--- config.mk ---
export PLATFORM = sky130hd
export DESIGN_NAME = rv_mini_exec
export DESIGN_NICKNAME = d
export VERILOG_FILES = /design/src/include/rv_mini_params.svh /design/src/hw/rv_mini_pkg.sv /design/src/hw/rv_mini_exec.sv
export SDC_FILE = /design/constraint.sdc
export NUM_CORES = 2
export LEC_CHECK = 0
export ABC_CLOCK_PERIOD_IN_PS = 14060
export BUFFER_PORTS_ARGS = -buffer_cell sky130_fd_sc_hd__buf_2
export CORE_MARGIN = 2
export CORE_UTILIZATION = 35
export DETAILED_ROUTE_END_ITERATION = 12
export GPL_TIMING_DRIVEN = 0
export SLEW_MARGIN = 0
export SYNTH_ARGS = -nofsm -noshare
export SYNTH_HDL_FRONTEND = slang
export SYNTH_SLANG_ARGS = --single-unit
--- constraint.sdc ---
create_clock -name clk -period 14.06 [get_ports clk]
set_clock_uncertainty 0.1 [all_clocks]
set_input_delay 2.109 -clock clk [delete_from_list [all_inputs] [get_ports clk]]
set_output_delay 2.109 -clock clk [all_outputs]
set_load 0.05 [all_outputs]
--- src/include/rv_mini_params.svh ---
// Memory map of the RV32I-subset subsystem, all byte addresses
// Memory depth must stay a power of two, word accesses only
`ifndef RV_MINI_PARAMS_SVH
`define RV_MINI_PARAMS_SVH

// --------------------------------------------------
// Storage
// --------------------------------------------------
// 32-bit words in the shared array, 4 KB
`define RV_MEM_WORDS 1024

// --------------------------------------------------
// Program layout
// --------------------------------------------------
// First fetch after reset
`define RV_RESET_PC 32'h0000_0000
// Argument word, read by the program with LW
`define RV_ARG_ADDR 32'h0000_03A0
// Result word, word 240
`define RV_RESULT_ADDR 32'h0000_03C0

`endif

--- src/hw/rv_mini_pkg.sv ---
// Shared types for the RV32I-subset core
// Only the opcodes and function codes of the executed subset are named
package rv_mini_pkg;

    // Data and byte address word
    typedef logic [31:0] word_t;

    // --------------------------------------------------
    // Major opcodes, instruction bits 6:0
    // --------------------------------------------------
    typedef enum logic [6:0] {
        OP_IMM = 7'b0010011,
        OP     = 7'b0110011,
        LOAD   = 7'b0000011,
        STORE  = 7'b0100011,
        BRANCH = 7'b1100011,
        JAL    = 7'b1101111
    } opcode_e;

    // funct3 of OP_IMM, OP, LOAD and STORE
    typedef enum logic [2:0] {
        F3_ADD  = 3'b000,
        F3_SLL  = 3'b001,
        F3_WORD = 3'b010
    } funct3_op_e;

    // funct3 of BRANCH
    typedef enum logic [2:0] {
        F3_BNE = 3'b001,
        F3_BLT = 3'b100
    } funct3_br_e;

    // --------------------------------------------------
    // One instruction word, two field layouts
    // --------------------------------------------------
    // I-type, also used for JAL immediate bits
    typedef struct packed {
        logic [11:0] imm;
        logic [4:0]  rs1;
        logic [2:0]  funct3;
        logic [4:0]  rd;
        opcode_e     opcode;
    } instr_i_t;

    // S/B-type, imm_hi doubles as funct7 for OP
    typedef struct packed {
        logic [6:0]  imm_hi;
        logic [4:0]  rs2;
        logic [4:0]  rs1;
        logic [2:0]  funct3;
        logic [4:0]  imm_lo;
        opcode_e     opcode;
    } instr_s_t;

    typedef union packed {
        instr_i_t i;
        instr_s_t s;
    } instr_u;

endpackage

--- src/hw/rv_mini_exec.sv ---
// Multi-cycle execute for ADDI SLLI ADD LW SW BNE BLT JAL
// Unknown opcodes and non-word loads/stores retire as no-ops
module rv_mini_exec import rv_mini_pkg::*; (
    input  logic   clk,
    input  logic   rst_n,
    input  logic   instr_valid,
    input  instr_u instr_word,
    input  word_t  instr_pc,
    output logic   instr_done,
    output word_t  next_pc,
    output logic   halted,
    output logic   data_rd_req,
    output logic   data_wr_req,
    output word_t  data_addr,
    output word_t  data_wdata,
    input  logic   data_gnt,
    input  word_t  rdata
);

    // Sequencer states
    localparam logic [1:0] S_IDLE = 2'd0;
    localparam logic [1:0] S_MEM  = 2'd1;
    localparam logic [1:0] S_DONE = 2'd2;

    logic [1:0] state;
    word_t      regs [32];
    word_t      rs1_val;
    word_t      rs2_val;
    word_t      imm_i;
    word_t      imm_s;
    word_t      imm_b;
    word_t      imm_j;
    logic       wb_en;
    word_t      wb_data;
    word_t      target;
    word_t      mem_addr;
    logic       is_load;
    logic       is_store;
    logic       is_halt;
    logic       issue;

    // --------------------------------------------------
    // Operands and immediates
    // --------------------------------------------------
    // x0 reads zero, its storage is never written
    assign rs1_val = (instr_word.i.rs1 == 5'd0) ? '0 : regs[instr_word.i.rs1];
    assign rs2_val = (instr_word.s.rs2 == 5'd0) ? '0 : regs[instr_word.s.rs2];

    assign imm_i = {{20{instr_word.i.imm[11]}}, instr_word.i.imm};
    assign imm_s = {{20{instr_word.s.imm_hi[6]}}, instr_word.s.imm_hi, instr_word.s.imm_lo};
    // B-type bits scattered over both halves of the s view
    assign imm_b = {{20{instr_word.s.imm_hi[6]}}, instr_word.s.imm_lo[0],
                    instr_word.s.imm_hi[5:0], instr_word.s.imm_lo[4:1], 1'b0};
    // J-type rebuilt from the i view, bits 19:12 sit in rs1/funct3
    assign imm_j = {{12{instr_word.i.imm[11]}}, instr_word.i.rs1, instr_word.i.funct3,
                    instr_word.i.imm[0], instr_word.i.imm[10:1], 1'b0};

    // New instruction seen by the sequencer this cycle
    assign issue = (state == S_IDLE) && instr_valid && !halted;

    // --------------------------------------------------
    // Decode, ALU and branch resolve
    // --------------------------------------------------
    always_comb begin
        wb_en    = 1'b0;
        wb_data  = rs1_val + imm_i;
        target   = instr_pc + 32'd4;
        mem_addr = rs1_val + imm_i;
        is_load  = 1'b0;
        is_store = 1'b0;
        is_halt  = 1'b0;
        case (instr_word.i.opcode)
            OP_IMM: begin
                if (instr_word.i.funct3 == F3_ADD) begin
                    wb_en = 1'b1;
                end else if (instr_word.i.funct3 == F3_SLL && instr_word.i.imm[11:5] == 7'd0) begin
                    wb_en   = 1'b1;
                    wb_data = rs1_val << instr_word.i.imm[4:0];
                end
            end
            OP: begin
                // ADD only, funct7 must be zero
                if (instr_word.s.funct3 == F3_ADD && instr_word.s.imm_hi == 7'd0) begin
                    wb_en   = 1'b1;
                    wb_data = rs1_val + rs2_val;
                end
            end
            LOAD: begin
                is_load = (instr_word.i.funct3 == F3_WORD);
            end
            STORE: begin
                is_store = (instr_word.s.funct3 == F3_WORD);
                mem_addr = rs1_val + imm_s;
            end
            BRANCH: begin
                if ((instr_word.s.funct3 == F3_BNE && rs1_val != rs2_val) ||
                    (instr_word.s.funct3 == F3_BLT && $signed(rs1_val) < $signed(rs2_val))) begin
                    target = instr_pc + imm_b;
                end
            end
            JAL: begin
                wb_en   = 1'b1;
                wb_data = instr_pc + 32'd4;
                target  = instr_pc + imm_j;
                // j . marks program end
                is_halt = (imm_j == '0) && (instr_word.i.rd == 5'd0);
            end
            default: begin
            end
        endcase
    end

    // --------------------------------------------------
    // Sequencer
    // --------------------------------------------------
    always_ff @(posedge clk) begin
        if (!rst_n) begin
            state       <= S_IDLE;
            instr_done  <= 1'b0;
            halted      <= 1'b0;
            data_rd_req <= 1'b0;
            data_wr_req <= 1'b0;
        end else begin
            instr_done <= 1'b0;
            case (state)
                S_IDLE: begin
                    if (issue && (is_load || is_store)) begin
                        data_rd_req <= is_load;
                        data_wr_req <= is_store;
                        state       <= S_MEM;
                    end else if (issue) begin
                        instr_done <= 1'b1;
                        state      <= S_DONE;
                        // Sticky until reset
                        if (is_halt) begin
                            halted <= 1'b1;
                        end
                    end
                end
                S_MEM: begin
                    // Request held until the grant
                    if (data_gnt) begin
                        data_rd_req <= 1'b0;
                        data_wr_req <= 1'b0;
                        instr_done  <= 1'b1;
                        state       <= S_DONE;
                    end
                end
                default: begin
                    // Fetch drops instr_valid on the done pulse
                    state <= S_IDLE;
                end
            endcase
        end
    end

    // Address, store data and next PC latched at issue
    always_ff @(posedge clk) begin
        if (issue) begin
            data_addr  <= mem_addr;
            data_wdata <= rs2_val;
            next_pc    <= target;
        end
    end

    // Register file write port, ALU result or load data
    always_ff @(posedge clk) begin
        if (issue && wb_en && instr_word.i.rd != 5'd0) begin
            regs[instr_word.i.rd] <= wb_data;
        end else if (state == S_MEM && data_gnt && data_rd_req && instr_word.i.rd != 5'd0) begin
            regs[instr_word.i.rd] <= rdata;
        end
    end

endmodule

==> key figures <==
Worst setup path
  • CP max-delay cell: clkbuf_1
  • Crit path kind: in2reg
  • Critical path's top delay family: buffers and inverters
  • Crit end category: flip-flop
  • Worst Path Arrival: 11.67 ns
  • CP most frequent cell: clkbuf_1
  • CP Cell Sequence: buf_2 > buf_2 > buf_6 > nor2_1 > clkbuf_1 > clkbuf_1 > a22oi_1 > nand3_1 > nand4_1 > ha_1 > clkbuf_1 > or3b_2 > and2_1 > a31oi_1 > o21ai_0 > nand3_1 > a21oi_1 > o21bai_1 > xnor2_1 > o221ai_1 > o21ai_0 > o21ai_2 > buf_8
  • Reg2reg setup slack: 6.37 ns
  • Worst stage delay on the critical path: 1.11 ns
  • Crit path from: instr_word[16]
  • Worst Path Buf+Inv: 7
  • Critical path endpoint: regs[1][20]
  • CP required: 14.49 ns
  • Register-to-Register Path Depth: 16
  • Crit start category: input port
  • Critical path depth: 23
  • Crit Path Max Fanout: 30
  • RR Startpoint: regs[7][1]
  • RR Endpoint: regs[29][11]

Timing
  • FMAX: 89.0 MHz
  • Setup-failing EPs final: 0
  • Unrepaired setup endpoints after global routing: no
  • Minimum clock period: 11.24 ns
  • Slew Limit Headroom: -6.60%
  • Max-slew violation count: 55
  • Worst hold slack: 0.474 ns
  • Final hold viol count: 0
  • Tcrit/Tclk final: 79.9%
  • Setup TNS: 0 ns
  • Worst-Margin Slew: 1.59 ns

Global route
  • First-pass GRT wire length: 385 mm
  • GRT overflow: 0
  • Vias in the first global route: 45800
  • GRT Total Usage: 30.9%
  • Largest net degree at the start of global routing: 38
  • Antenna violations before repair: 20

Synth
  • Post-Syn Instances: 4401
  • Yosys cell types: 96
  • Async set or reset register ratio after synthesis: 0%
  • Register area share after synthesis: 53.8%
  • #FFs+latches synth: 1126
  • Syn avg cell area: 14.3 um2
  • Ys flop type: edfxtp_1
  • Netlist Area Pre-Place: 62700 um2
  • Yosys warnings: 0
  • EDFF count, synth: 1120

Final layout
  • Non-Filler Instances: 7294
  • Fillers: 16300
  • Layout cell share with drive strength beyond 1: 23.4%
  • Commonest non-fill, non-tap cells in the layout: edfxtp_1, mux4_2, nand2_1
  • Layout Nets: 5083
  • FF+latch area: 33800 um2
  • Layout area overhead: 16.0%
  • Most common cell after layout, fill and taps aside: edfxtp_1
  • Area of the multi-input gates: 27800 um2
  • Finished Cell Area: 72800 um2

Clock tree
  • CTS Sinks: 1126
  • Clock Path Buffers: 3
  • Root Driver: clkbuf_16
  • TritonCTS buffer count: 130
  • Post_cts resized: 0
  • CTS H-tree depth: 4
  • Reg clk slew, reported paths: 0.06 ns
  • Later-pin clock latency in the skew report: 0.83 ns
  • CTS tree: built
  • Hold Buf Count CTS: 0
  • Setup bufs post-CTS: 0

Placement
  • DP Cell Count: 7064
  • PortBufs: 198
  • GPL Wtd Cong: 0.992
  • Post-DP Area: 68700 um2
  • Post-DP HPWL: 212 mm

Drt
  • Via count: 48300
  • Routed len/inst: 39.4 um
  • Detailed Route WL: 288 mm
  • Vias per cell: 6.62
  • Drt pass-1 iters: 6
  • Iter 0 DRT Violations: 8352
  • Routed Antenna Nets: 0
  • DRC viols: 0

Floorplan
  • Width of the die: 427 um
  • Rows: 155
  • Die Ht: 427 um
  • Total die area: 183000 um2
  • I/O pins: 200
  • Starting Density: 35.2%
  • Core Area: 178000 um2

Run status
  • Failing checks: capacitance limit, slew limit
  • Status: finished, violations left

Pwr
  • Pwr Total: 9.63 mW
  • Power Density: 132 nW/um2
  • Leak: 25.1 nW
  • Maximum VDD drop: 0.0957 mV

Hold path
  • Hold Crit Class: reg2reg
  • Worst hold stages: 1

Job
  • Max-Cap Viols: 5
[synthesized netlist by cell type (9+ instances only)]
library cell / number / area, um2
edfxtp_1: 1120 / 33600
mux4_2: 469 / 10600
nand2_1: 308 / 1160
mux2i_1: 281 / 2810
nor2_1: 230 / 863
a21oi_1: 186 / 931
clkbuf_1: 186 / 698
a22oi_1: 140 / 1050
ha_1: 137 / 1710
o21ai_0: 116 / 581
inv_1: 115 / 432
xnor2_1: 106 / 928
nand3_1: 93 / 465
a31oi_1: 53 / 332
nor3_1: 53 / 265
xor2_1: 53 / 464
a21o_1: 51 / 383
and3_1: 39 / 244
nand4_1: 37 / 231
mux2_2: 34 / 383
a211oi_1: 32 / 240
buf_2: 31 / 155
nand2b_1: 31 / 194
buf_1: 29 / 109
buf_4: 25 / 188
o21a_1: 25 / 188
and2_1: 24 / 150
nor2b_1: 24 / 150
o211ai_1: 23 / 173
o21bai_1: 22 / 165
a221oi_1: 20 / 175
a22o_1: 19 / 166
nor4_1: 17 / 106
or3_1: 17 / 106
o31ai_1: 15 / 113
a221o_1: 12 / 120
buf_6: 12 / 135
o221ai_1: 11 / 96.3
a311oi_1: 10 / 87.6
nand3b_1: 10 / 75.1
a211o_1: 9 / 78.8
or4_1: 9 / 67.6
[per-stage QoR]
step                      utilization [%]  worst slack (ns)
final                                40.8              2.82
after global routing                 40.8              2.86
after CTS                            40.8              2.75
after detailed placement             38.6              1.88
after global placement               37.5             -2.81
after floorplan                         -              3.82
[worst min-delay path by stage]
stage | startpoint | to | slack, ns
6_report | state[1] | state[1] | 0.47
5_1_grt | state[1] | state[1] | 0.49
4_1_cts | state[1] | state[1] | 0.47
3_5_place_dp | state[1] | state[1] | 0.46
3_3_place_gp | halted | halted | 0.40
2_1_floorplan | state[1] | instr_done | 0.39
[power breakdown]
group / total [mW] / internal, mW / switching, mW / leakage (nW)
sequential: 4.07 / 4.05 / 0.0215 / 10.2
combinational: 2.26 / 0.659 / 1.60 / 12.9
clock: 3.30 / 1.82 / 1.48 / 1.94
[cell type report]
class,instances,area share [%]
sequential,1126,46.4
multi-input combinational,2901,38.2
clock buffer,148,4.56
tap,2355,4.05
timing repair buffer,277,3.36
buffer,284,1.83
clock inverter,70,0.947
inverter,121,0.624
antenna,12,0.0412
[logic make-up (layout without fill, tap and decap cells)]
family / Yosys count / after routing / synth area share, %
and+or+nand+nor: 937 / 937 / 7.12
muxes: 784 / 784 / 21.9
DFF: 1126 / 1126 / 53.8
buffers and inverters: 405 / 900 / 2.78
xor gates and xnor gates: 160 / 160 / 2.25
AOI/OAI and AO/OA: 842 / 842 / 9.16
adders and majority gates: 146 / 146 / 2.96
other: 1 / 44 / 0.00598
[routing by layer]
layer  routed length (um)  global-route usage, %  vias to the layer above
met5                   63                      0                        -
met4                21300                   19.3                       12
met3                39000                   10.5                      933
met2               124000                   45.5                     3991
met1               104000                   39.1                    24700
li1                     -                      -                    18700
[sequential cells by signal (all words and copies together) (netlist names)]
name,flops
state,2
halted,1
data_wdata,32
instr_done,1
next_pc,32
regs,1024
data_wr_req,1
data_addr,32
data_rd_req,1
(Power assumes the default switching activity.)
