[config.mk]
export PLATFORM = sky130hd
export DESIGN_NAME = rv_mini_fetch
export DESIGN_NICKNAME = d
export VERILOG_FILES = /design/src/hw/rv_mini_pkg.sv /design/src/hw/rv_mini_fetch.sv
export VERILOG_INCLUDE_DIRS = /design/src /design/src/include
export SDC_FILE = /design/constraint.sdc
export NUM_CORES = 1
export LEC_CHECK = 0
export BUFFER_PORTS_ARGS = -buffer_cell sky130_fd_sc_hd__buf_2
export CAP_MARGIN = 30
export CELL_PAD_IN_SITES_DETAIL_PLACEMENT = 0
export CELL_PAD_IN_SITES_GLOBAL_PLACEMENT = 1
export CORE_MARGIN = 2
export CORE_UTILIZATION = 32
export DETAILED_ROUTE_END_ITERATION = 10
export MAX_ROUTING_LAYER = met4
export PLACE_DENSITY_LB_ADDON = 0.05
export SYNTH_ARGS = -nofsm -noshare
export SYNTH_HDL_FRONTEND = slang
export SYNTH_SLANG_ARGS = --single-unit
export TNS_END_PERCENT = 50
[constraint.sdc]
create_clock -name clk -period 1.9 [get_ports clk]
set_input_delay 0.285 -clock clk [delete_from_list [all_inputs] [get_ports clk]]
set_output_delay 0.285 -clock clk [all_outputs]
set_load 0.02 [all_outputs]
[src/include/rv_mini_params.svh]
// Memory map of the RV32I-subset subsystem, all byte addresses
// Memory depth must stay a power of two, word accesses only
`ifndef RV_MINI_PARAMS_SVH
`define RV_MINI_PARAMS_SVH

// --------------------------------------------------
// Storage
// --------------------------------------------------
// 32-bit words in the shared array, 4 KB
`define RV_MEM_WORDS 1024

// --------------------------------------------------
// Program layout
// --------------------------------------------------
// First fetch after reset
`define RV_RESET_PC 32'h0000_0000
// Argument word, read by the program with LW
`define RV_ARG_ADDR 32'h0000_03A0
// Result word, word 240
`define RV_RESULT_ADDR 32'h0000_03C0

`endif

[src/hw/rv_mini_pkg.sv]
// Shared types for the RV32I-subset core
// Only the opcodes and function codes of the executed subset are named
package rv_mini_pkg;

    // Data and byte address word
    typedef logic [31:0] word_t;

    // --------------------------------------------------
    // Major opcodes, instruction bits 6:0
    // --------------------------------------------------
    typedef enum logic [6:0] {
        OP_IMM = 7'b0010011,
        OP     = 7'b0110011,
        LOAD   = 7'b0000011,
        STORE  = 7'b0100011,
        BRANCH = 7'b1100011,
        JAL    = 7'b1101111
    } opcode_e;

    // funct3 of OP_IMM, OP, LOAD and STORE
    typedef enum logic [2:0] {
        F3_ADD  = 3'b000,
        F3_SLL  = 3'b001,
        F3_WORD = 3'b010
    } funct3_op_e;

    // funct3 of BRANCH
    typedef enum logic [2:0] {
        F3_BNE = 3'b001,
        F3_BLT = 3'b100
    } funct3_br_e;

    // --------------------------------------------------
    // One instruction word, two field layouts
    // --------------------------------------------------
    // I-type, also used for JAL immediate bits
    typedef struct packed {
        logic [11:0] imm;
        logic [4:0]  rs1;
        logic [2:0]  funct3;
        logic [4:0]  rd;
        opcode_e     opcode;
    } instr_i_t;

    // S/B-type, imm_hi doubles as funct7 for OP
    typedef struct packed {
        logic [6:0]  imm_hi;
        logic [4:0]  rs2;
        logic [4:0]  rs1;
        logic [2:0]  funct3;
        logic [4:0]  imm_lo;
        opcode_e     opcode;
    } instr_s_t;

    typedef union packed {
        instr_i_t i;
        instr_s_t s;
    } instr_u;

endpackage

[src/hw/rv_mini_fetch.sv]
// One fetch in flight at a time; the PC only moves on instr_done
// A request already issued completes even if run falls meanwhile
`include "rv_mini_params.svh"

module rv_mini_fetch import rv_mini_pkg::*; (
    input  logic   clk,
    input  logic   rst_n,
    input  logic   run,
    input  logic   halted,
    input  logic   instr_done,
    input  word_t  next_pc,
    output logic   instr_req,
    output word_t  instr_addr,
    input  logic   instr_gnt,
    input  word_t  rdata,
    output logic   instr_valid,
    output instr_u instr_word,
    output word_t  instr_pc
);

    word_t pc;

    // --------------------------------------------------
    // Control: idle -> request -> valid -> idle
    // --------------------------------------------------
    // instr_req and instr_valid double as the state bits
    always_ff @(posedge clk) begin
        if (!rst_n) begin
            pc          <= `RV_RESET_PC;
            instr_req   <= 1'b0;
            instr_valid <= 1'b0;
        end else if (instr_valid) begin
            // Hold the word until execute retires it
            if (instr_done) begin
                instr_valid <= 1'b0;
                pc          <= next_pc;
            end
        end else if (instr_req) begin
            // Read data arrives with the grant
            if (instr_gnt) begin
                instr_req   <= 1'b0;
                instr_valid <= 1'b1;
            end
        end else if (run && !halted) begin
            instr_req <= 1'b1;
        end
    end

    // Instruction capture, payload only
    always_ff @(posedge clk) begin
        if (instr_req && instr_gnt) begin
            instr_word <= rdata;
        end
    end

    // PC is stable from request until retire
    assign instr_addr = pc;
    assign instr_pc   = pc;

endmodule

==> summary.md, run 1 <==
| Metric | Value |
|---|---|
| Post-DP HPWL | 4.44 mm |
| Buffers on Ports | 167 |
| Crit path launch type | flip-flop |
| Via Count | 2069 |
| Status | finished, final reports clean |
| Syn Nets | around 290 |
| Clk slew on worst S/H paths | about 70 ps |
| Crit Reg-Reg Startpoint | instr_req |
| Antenna cells | 0 |
| R2R setup slack | 640 ps |
| Post-DR wirelength/cell | 13.7 µm |
| Finish-stage setup viols | 0 |
| Core Region | 8300 µm² |
| Final slew viol count | 0 |
| CTS tree | yes |
| CP required | roughly 1900 ps |
| CTS Sinks | 66 |
| Power per cell area | 781 nW/µm² |
| Commonest non-fill, non-tap cell in the layout | buf_2 |
| Commonest non-fill, non-tap cells in the layout | buf_2, dfxtp_1, and3_1, o21a_1, edfxtp_1 |
| Hold path cells | 1 |
| Min-Delay Path Class | in -> reg |
| Met3 WL | 473 µm |
| Reg-to-Reg End | instr_word[5] |
| First-pass GRT wire length | 9.80 mm |
| Post-cts resize count | 0 |
| Total congestion overflow | 0 |
| Via/cell ratio | between 4 and 5 |
| Fin crit period | 1260 ps |
| Min-Delay Endpoint | instr_word[22] |
| Clock Tree Root | clkbuf_8 |
| Period utilisation layout | 66.4% |
| Crit path kind | reg -> reg |
| Drc violations | 0 |
| Num CTS Buffers | 9 |
| # rows | 33 |
| Met1 WL | 2.84 mm |
| Max Clk Rate | 792 MHz |
| CP max FO | 32 |
| Leakage dissipation | roughly 1.8 nW |
| WL final | 6.27 mm |
| Fraction of layout cells with a size suffix above 1 | 53.4% |
| Initial Utilization | 33.2% |
| Die Ht | 96.8 µm |
| Reg2Reg Depth | 2 |
| Die area | 9370 µm² |
| Initial antenna violation count | 0 |
| Fin util | 42.8% |
| Slew @ Worst Pin | 649 ps |
| DRT antenna net count | 0 |
| Post-layout nets | 420 |
| Final WS setup | 638 ps |
| Post-synthesis sequential area ratio | between 50% and 60% |
| Max Cap Violations | 0 |
| Hold Buf Count CTS | 0 |
| Setup WS pre-CTS | between 600 and 700 ps |
| Register bit total from synthesis | 66 |
| Clk_lat worst skew | 330 ps |
| Layout area overhead | 29.0% |
| Mean Syn Cell Area | 12.6 µm² |
| H-tree depth | 3 |
| Die width | 96.8 µm |
| Placement Cell Area | 3400 µm² |
| Final hold vios | 0 |
| Synth unique cells | 16 |
| Wire length on met2 | 2.88 mm |
| Synth warnings | 0 |
| Top Metal Used | met4 |
| Number of setup buffers added after CTS | 0 |
| Skew final | 6.76 ps |
| Setup TNS | 0 ps |
| IO Count | 168 |
| Hold Crit Start | rdata[22] |
| Arr. time, crit path | 1250 ps |
| Drt initial violations | 50 |
| Vias in the first global route | around 1900 |
| Non-filler cells, final | approximately 460 |
| Area of the mapped netlist | between 2000 and 3000 µm² |
| Placer Congestion | between 0.6 and 0.7 |
| RSZ-0062 raised after global routing | no |
| All-Layer GR Usage | 13.6% |
| Slew Limit Headroom | 56.7% |
| Placed cells | 444 |
| First-pass DRT Iterations | 4 |
| CP endpoint kind | flip-flop |
| Post-route cell area | 3550 µm² |
| CTS Buffer Depth | 2 |
| Largest net degree at the start of global routing | 66 |
| Cells after synthesis | 218 |
| Max VDD drop | 0.000251 V |
synth_stat cells, drive strengths merged:
| master | n | share of area (%) |
|---|---|---|
| dfxtp | 34 | 25 |
| buf | 46 | 13 |
| o211a | 1 | 0.36 |
| nor3b | 1 | 0.45 |
| a21boi | 33 | 9.0 |
| and3 | 32 | 7.3 |
| o21a | 32 | 8.7 |
| nand2b | 1 | 0.23 |
| edfxtp | 32 | 35 |
| and2 | 1 | 0.23 |
| nand3b | 1 | 0.73 |
| clkbuf | 4 | 0.59 |
where the power goes:
part | switching (W) | total, W | internal, W
Clock | 0.000534 | 0.000990 | 0.000456
Sequential | 0.0000154 | 0.00154 | 0.00153
Combinational | 0.000139 | 0.000243 | 0.000104
Total | 0.000688 | 0.00278 | 0.00209
metal layers:
layer  up-vias  track usage [%]
met2       102             20.2
met3         9             4.12
li1       1008                -
met1       950             17.2
met5         -                -
met4         0             5.85
sequential cells by signal, summed over array words and instances, names as in the netlist:
| register | cells |
|---|---|
| instr_addr | 32 |
| instr_word | 32 |
| instr_req | 1 |
| instr_valid | 1 |
worst max path at each step:
stage,slack [ps],depth (start not counted),end,from
after floorplan,150,1,instr_word[0],instr_req
after global placement,640,2,instr_word[30],instr_req
after detailed placement,630,2,instr_word[25],instr_req
after CTS,620,1,instr_valid,instr_valid
after global routing,550,2,instr_word[20],instr_req
final,640,2,instr_word[5],instr_req
metrics by stage:
stage	hold WS [ps]	power [W]
2_1_floorplan	384	0.00172
3_3_place_gp	462	0.00182
3_5_place_dp	464	0.00182
4_1_cts	101	0.00283
5_1_grt	95.5	0.00290
6_report	123	0.00278
logic make-up (layout without fill, tap and decap cells):
| logic type | Yosys count | count (layout) | synth area share, % |
|---|---|---|---|
| flops | 66 | 66 | 59.6 |
| simple gates | 36 | 36 | 8.90 |
| compound gates | 66 | 66 | 18.1 |
| buf+inv | 50 | 186 | 13.4 |
worst max-delay path, cell delays in order (launching register included):
cell,delay (ps)
dfxtp_1,410
and2_1,150
buf_4,350
layout make-up:
class	instances	area (µm²)
fillers	823	4740
flip-flops and latches	66	1640
repair buffers	171	878
multi-input cells	102	743
well taps	105	131
clock buffers	9	124
clock inverters	6	35.0
Power figures use the tool's default switching activity.
==> run 2, diff against run 1 <==
==> constraint.sdc (replaced) <==
create_clock -name clk -period 1.28 [get_ports clk]
set_input_delay 0.192 -clock clk [delete_from_list [all_inputs] [get_ports clk]]
set_output_delay 0.192 -clock clk [all_outputs]
set_load 0.02 [all_outputs]
==> run 2 against run 1 <==
Final area increased by 5.9%. Utilization is 2.5 points higher. Flip-flop and latch count did not move. Combinational power up 73%. Die area did not move. Cell count rose by 1.3%. Clock-buffer cell count increased by 1. Sequential power increased by 48%. Sequential share of layout area down 2.6 points. Wire length grew 8.1%. Via count up 1.4%. Critical endpoint is now instr_valid. Highest routed layer unchanged.
==> summary.md, run 2 (synthesis gave the netlist of run 1 again) <==
| Metric | Value |
|---|---|
| Commonest non-fill, non-tap cell in the layout | buf_2 |
| GRT Max-Usage Layer | met2 |
| Placed cells | 447 (+0.68%) |
| Final WS setup | 59.4 ps (-578 ps) |
| Final hold vios | 0 (unchanged) |
| IO Count | 168 (unchanged) |
| Setup WS pre-CTS | 253 ps (-378 ps) |
| Max VDD drop | 0.000447 V (+78%) |
| Crit path kind | reg -> out |
| Drt initial violations | 49 (-2.0%) |
| Non-filler cells, final | 465 (+1.3%) |
| Drc violations | 0 (unchanged) |
| DRT antenna net count | 0 (unchanged) |
| # rows | 33 (unchanged) |
| Die width | 96.8 µm (unchanged) |
| R2R setup slack | 180 ps (-460 ps) |
| Clock Tree Root | clkbuf_8 |
| Placement Cell Area | 3470 µm² (+2.2%) |
| Setup TNS | 0 ps (unchanged) |
| Grt met3 use | 4.34% (+0.22 points) |
| Die Ht | 96.8 µm (unchanged) |
| H-tree depth | 3 (unchanged) |
| FF+latch area | 1640 µm² (unchanged) |
| Post-DR wirelength/cell | 14.6 µm (+6.7%) |
| Clk slew on worst S/H paths | 70 ps (about the same) |
| First-pass GRT wire length | 10.5 mm (+7.5%) |
| CP required | 1090 ps (-800 ps) |
| CP max FO | 17 (-47%) |
| Power per cell area | 1240 nW/µm² (+59%) |
| Post-cts resize count | 0 (unchanged) |
| Post-layout nets | 425 (+1.2%) |
| Slew Limit Headroom | 88.2% (+31 points) |
| Initial antenna violation count | 0 (unchanged) |
| Min-Delay Path Class | in -> reg |
| Placer Congestion | 0.681 (+1.5%) |
| RSZ-0062 raised after global routing | no |
| CTS Buffer Depth | 2 (unchanged) |
| Finish-stage setup viols | 0 (unchanged) |
| Period utilisation layout | 95.4% |
| Final slew viol count | 0 (unchanged) |
| WL final | 6.78 mm (+8.1%) |
| Antenna cells | 0 (unchanged) |
| Die area | 9370 µm² (unchanged) |
| Vias in the first global route | 1965 (+3.7%) |
| Fraction of layout cells with a size suffix above 1 | 54.4% (+1.1 points) |
| Layout area overhead | 36.6% |
| CP endpoint kind | primary output |
| Initial Utilization | 33.2% (unchanged) |
| Met1 global-route usage | 18.8% (+1.6 points) |
| Hold Buf Count CTS | 0 (unchanged) |
| Num CTS Buffers | 9 (unchanged) |
| All-Layer GR Usage | 14.6% (+1.0 points) |
| Total congestion overflow | 0 (unchanged) |
| Commonest non-fill, non-tap cells in the layout | buf_2, dfxtp_1, and3_1, o21a_1, edfxtp_1 |
| Hold WS | 34.5 ps (-88.8 ps) |
| Core Region | 8300 µm² (unchanged) |
| Max Clk Rate | 819 MHz |
| Arr. time, crit path | 1030 ps (-220 ps) |
| CTS tree | yes |
| Status | finished, final reports clean |
| Fillers | 817 (-0.73%) |
| Via Count | 2098 (+1.4%) |
| First-pass DRT Iterations | 4 (unchanged) |
| Crit path launch type | flip-flop |
| Clk_lat worst skew | 330 ps (about the same) |
| Post-DP HPWL | 4.46 mm (+0.34%) |
| Skew final | 5.55 ps (-1.21 ps) |
| Leakage dissipation | 1.91 nW (+5.2%) |
| Number of setup buffers added after CTS | 0 (unchanged) |
| Max Cap Violations | 0 (unchanged) |
| CTS Sinks | 66 (unchanged) |
| Slew @ Worst Pin | 175 ps (-474 ps) |
| Post-route cell area | 3760 µm² (+5.9%) |
| Buffers on Ports | 167 (unchanged) |
| Largest net degree at the start of global routing | 36 (-45%) |
| Via/cell ratio | 4.51 (about the same) |
| Fin crit period | roughly 1200 ps |
| Met2 usage | 22.0% (+1.8 points) |
| Area occupied by multi-input gates | 746 µm² (+0.34%) |
-- run 2: final timing paths --
| path | startpoint | end | cells after the start |
|---|---|---|---|
| min | rdata[24] | instr_word[24] | 1 |
| min reg2reg | instr_req | instr_valid | 3 |
| max reg2reg | instr_valid | instr_addr[30] | 3 |
| max | instr_valid | instr_valid | 2 |
-- run 2: power by group --
group / switching, W / internal [W]
sequential: 0.0000189 / 0.00227
clock: 0.000812 / 0.00115
combinational: 0.000225 / 0.000195
total: 0.00106 / 0.00361
-- run 2: area by class of cell --
cell class                 instances  share of cell area [%]
tap                              105                    3.49
timing repair buffer             176                    27.0
clock buffer                      10                    3.66
clock inverter                     6                    2.39
sequential                        66                    43.7
multi-input combinational        102                    19.8
-- run 2: layer usage --
metal	routed length [µm]	vias up
li1	-	1028
met1	3070	953
met2	3070	110
met3	564	7
met4	72	0
met5	0	-
-- run 2: worst max-delay path: stages (launching register included) --
cell and delay, ps:
dfxtp_2 370, buf_12 160, buf_2 180
-- run 2: metrics by stage --
stage,total power [W],util (%)
after floorplan,0.00255,-
after global placement,0.00273,41.8
after detailed placement,0.00274,41.8
after CTS,0.00476,45.3
after global routing,0.00487,45.3
final,0.00467,45.3
==> run 3, diff against run 2 <==
--- a/config.mk
+++ b/config.mk
@@ -10,9 +10,11 @@
 export CAP_MARGIN = 30
 export CELL_PAD_IN_SITES_DETAIL_PLACEMENT = 0
 export CELL_PAD_IN_SITES_GLOBAL_PLACEMENT = 1
+export CORE_ASPECT_RATIO = 0.8
 export CORE_MARGIN = 2
 export CORE_UTILIZATION = 32
 export DETAILED_ROUTE_END_ITERATION = 10
+export GPL_TIMING_DRIVEN = 0
 export MAX_ROUTING_LAYER = met4
 export PLACE_DENSITY_LB_ADDON = 0.05
 export SYNTH_ARGS = -nofsm -noshare
==> run 3 against run 2 <==
First-iteration DRC count fell by 29%. Highest routed layer unchanged. Register-to-register slack got worse by 40 ps. Non-clock buffer count rose by 39. Critical path depth did not move. Largest cell class unchanged.
==> summary.md, run 3 (synthesis gave the netlist of run 1 again) <==
| Metric | Value |
|---|---|
| Status | finished, final reports clean |
| Skew final | 5.81 ps (+0.259 ps) |
| Period utilisation layout | 91.6% (-3.7 points) |
| Die width | 108 µm (+11%) |
| Placer Congestion | 0.689 (+1.2%) |
| All-Layer GR Usage | 15.1% (+0.51 points) |
| Vias in the first global route | 2055 (+4.6%) |
| CP endpoint kind | primary output |
| Slew @ Worst Pin | 481 ps (+306 ps) |
| Die Ht | 87.0 µm (-10%) |
| Slew Limit Headroom | 67.9% (-20 points) |
| Final WS setup | 107 ps (+47.6 ps) |
| Finish-stage setup viols | 0 (unchanged) |
| Grt met3 use | 5.09% (+0.75 points) |
| Clk_lat worst skew | 330 ps (about the same) |
| Fin crit period | 1170 ps (-47.6 ps) |
| Final slew viol count | 0 (unchanged) |
| Combinational fraction of design power | 8.5% (-0.5 points) |
| Commonest non-fill, non-tap cell in the layout | buf_2 |
| Hold path cells | 1 (unchanged) |
| Setup TNS | 0 ps (unchanged) |
| First-pass GRT wire length | 10.4 mm (-0.85%) |
| Crit path launch type | flip-flop |
| CP required | 1090 ps (about the same) |
| CTS Buffer Depth | 2 (unchanged) |
| Placed cells | 495 (+11%) |
| # rows | 30 (-9.1%) |
| Largest net degree at the start of global routing | 33 (-8.3%) |
| Post-layout nets | 464 (+9.2%) |
| Post-DR wirelength/cell | 13.6 µm (-6.9%) |
| Via/cell ratio | 4.39 (-2.7%) |
| Post-DP HPWL | 5.14 mm (+15%) |
| Met1 global-route usage | 18.5% (-0.28 points) |
| RSZ-0062 raised after global routing | no |
| Met2 usage | 23.8% (+1.8 points) |
| Crit path kind | reg -> out |
| Initial antenna violation count | 0 (unchanged) |
| Num CTS Buffers | 9 (unchanged) |
| Clock power share | 43.8% (+1.7 points) |
| IO Count | 168 (unchanged) |
| Max VDD drop | 0.000593 V (+33%) |
| Slowest-stage cell, CP | dfxtp_1 |
| Commonest non-fill, non-tap cells in the layout | buf_2, dfxtp_1 |
| Non-filler cells, final | 511 (+9.9%) |
| WL final | 6.94 mm (+2.4%) |
| Clk slew on worst S/H paths | 70 ps (about the same) |
| Power per cell area | 1210 nW/µm² (-2.4%) |
| Reg2Reg Depth | 1 (-2) |
| Clock Tree Root | clkbuf_8 |
| Critical path, cell by cell | buf_4 -> buf_2 |
| Drt initial violations | 35 (-29%) |
| Arr. time, crit path | 980 ps (-50 ps) |
| Final hold vios | 0 (unchanged) |
| Core Region | 8410 µm² (+1.3%) |
| Die area | 9370 µm² (about the same) |
| Setup WS pre-CTS | 69.5 ps (-184 ps) |
| Max Clk Rate | 852 MHz (+4.1%) |
| CTS Sinks | 66 (unchanged) |
| Number of setup buffers added after CTS | 0 (unchanged) |
| Fraction of layout cells with a size suffix above 1 | 57.9% (+3.5 points) |
| Int Power | 0.00375 W (+3.9%) |
| Antenna cells | 0 (unchanged) |
| Buffers on Ports | 165 (-1.2%) |
| Layout area overhead | 44.0% |
| R2R setup slack | 140 ps (-40 ps) |
| GRT Max-Usage Layer | met2 |
| Total congestion overflow | 0 (unchanged) |
| Fillers | 841 (+2.9%) |
| CTS tree | yes |
| CP max FO | 3 (-14) |
| Crit-path max cell delay | 380 ps (about the same) |
| Min-Delay Path Class | in -> reg |
| First-pass DRT Iterations | 4 (unchanged) |
| Total Power | 0.00480 W (+2.8%) |
| Initial Utilization | 32.8% (-0.43 points) |
| Max Cap Violations | 0 (unchanged) |
| Flop pwr share | 47.7% (-1.2 points) |
| Sw frac | 21.8% (-0.79 points) |
| Via Count | 2243 (+6.9%) |
| H-tree depth | 3 (unchanged) |
| Drc violations | 0 (unchanged) |
| Leakage dissipation | 2.08 nW (+8.5%) |
| DRT antenna net count | 0 (unchanged) |
| Sw power | 0.00105 W (-0.78%) |
run 3: path summary, 6_finish.rpt:
kind                 startpoint            end
setup / recovery  instr_addr[8]    instr_pc[8]
hold / removal         rdata[3]  instr_word[3]
setup reg to reg      instr_req  instr_word[2]
hold reg to reg       instr_req    instr_valid
run 3: power groups by stage:
stage	clock network [W]	registers (W)	logic (W)
after global routing	0.00226	0.00229	0.000450
after floorplan	0	0.00240	0.000159
after global placement	0	0.00234	0.000416
after CTS	0.00217	0.00229	0.000418
after detailed placement	0	0.00234	0.000417
final	0.00210	0.00229	0.000410
run 3: stage by stage:
step | cell area [µm²] | utilization, % | hold WS (ps)
finish | 3970 | 47.2 | 29.7
global route | 3970 | 47.2 | 2.45
CTS | 3970 | 47.2 | 12.9
detailed placement | 3720 | 44.3 | 371
global placement | 3720 | 44.3 | 369
floorplan | 2760 | - | 291
run 3: cell type report:
type,count,area [µm²],share of cell area [%]
plain buffers,50,370,9.34
repair buffers,165,826,20.8
flip-flops and latches,66,1640,41.4
well taps,112,140,3.53
clock inverters,6,114,2.87
clock buffers,10,128,3.22
multi-input cells,102,746,18.8
run 3: critical path, delay by kind of cell (launching register included):
kind | cells | cell delay (ps)
buf+inv | 2 | 270
flops | 1 | 380
run 3: what timing repair did:
| action | in CTS | in global routing |
|---|---|---|
| endpoints found under the setup margin | 0 | 32 |
| resized for setup | 0 | 1 |
| hold buffers | 0 | 0 |
run 3: routing by layer:
layer  wire, µm  share of wire, %  vias up
met4         49              0.71        0
met3        658               9.5        8
met5          0                 0        -
met1       3070                44     1027
li1           -                 -     1099
met2       3160                45      109
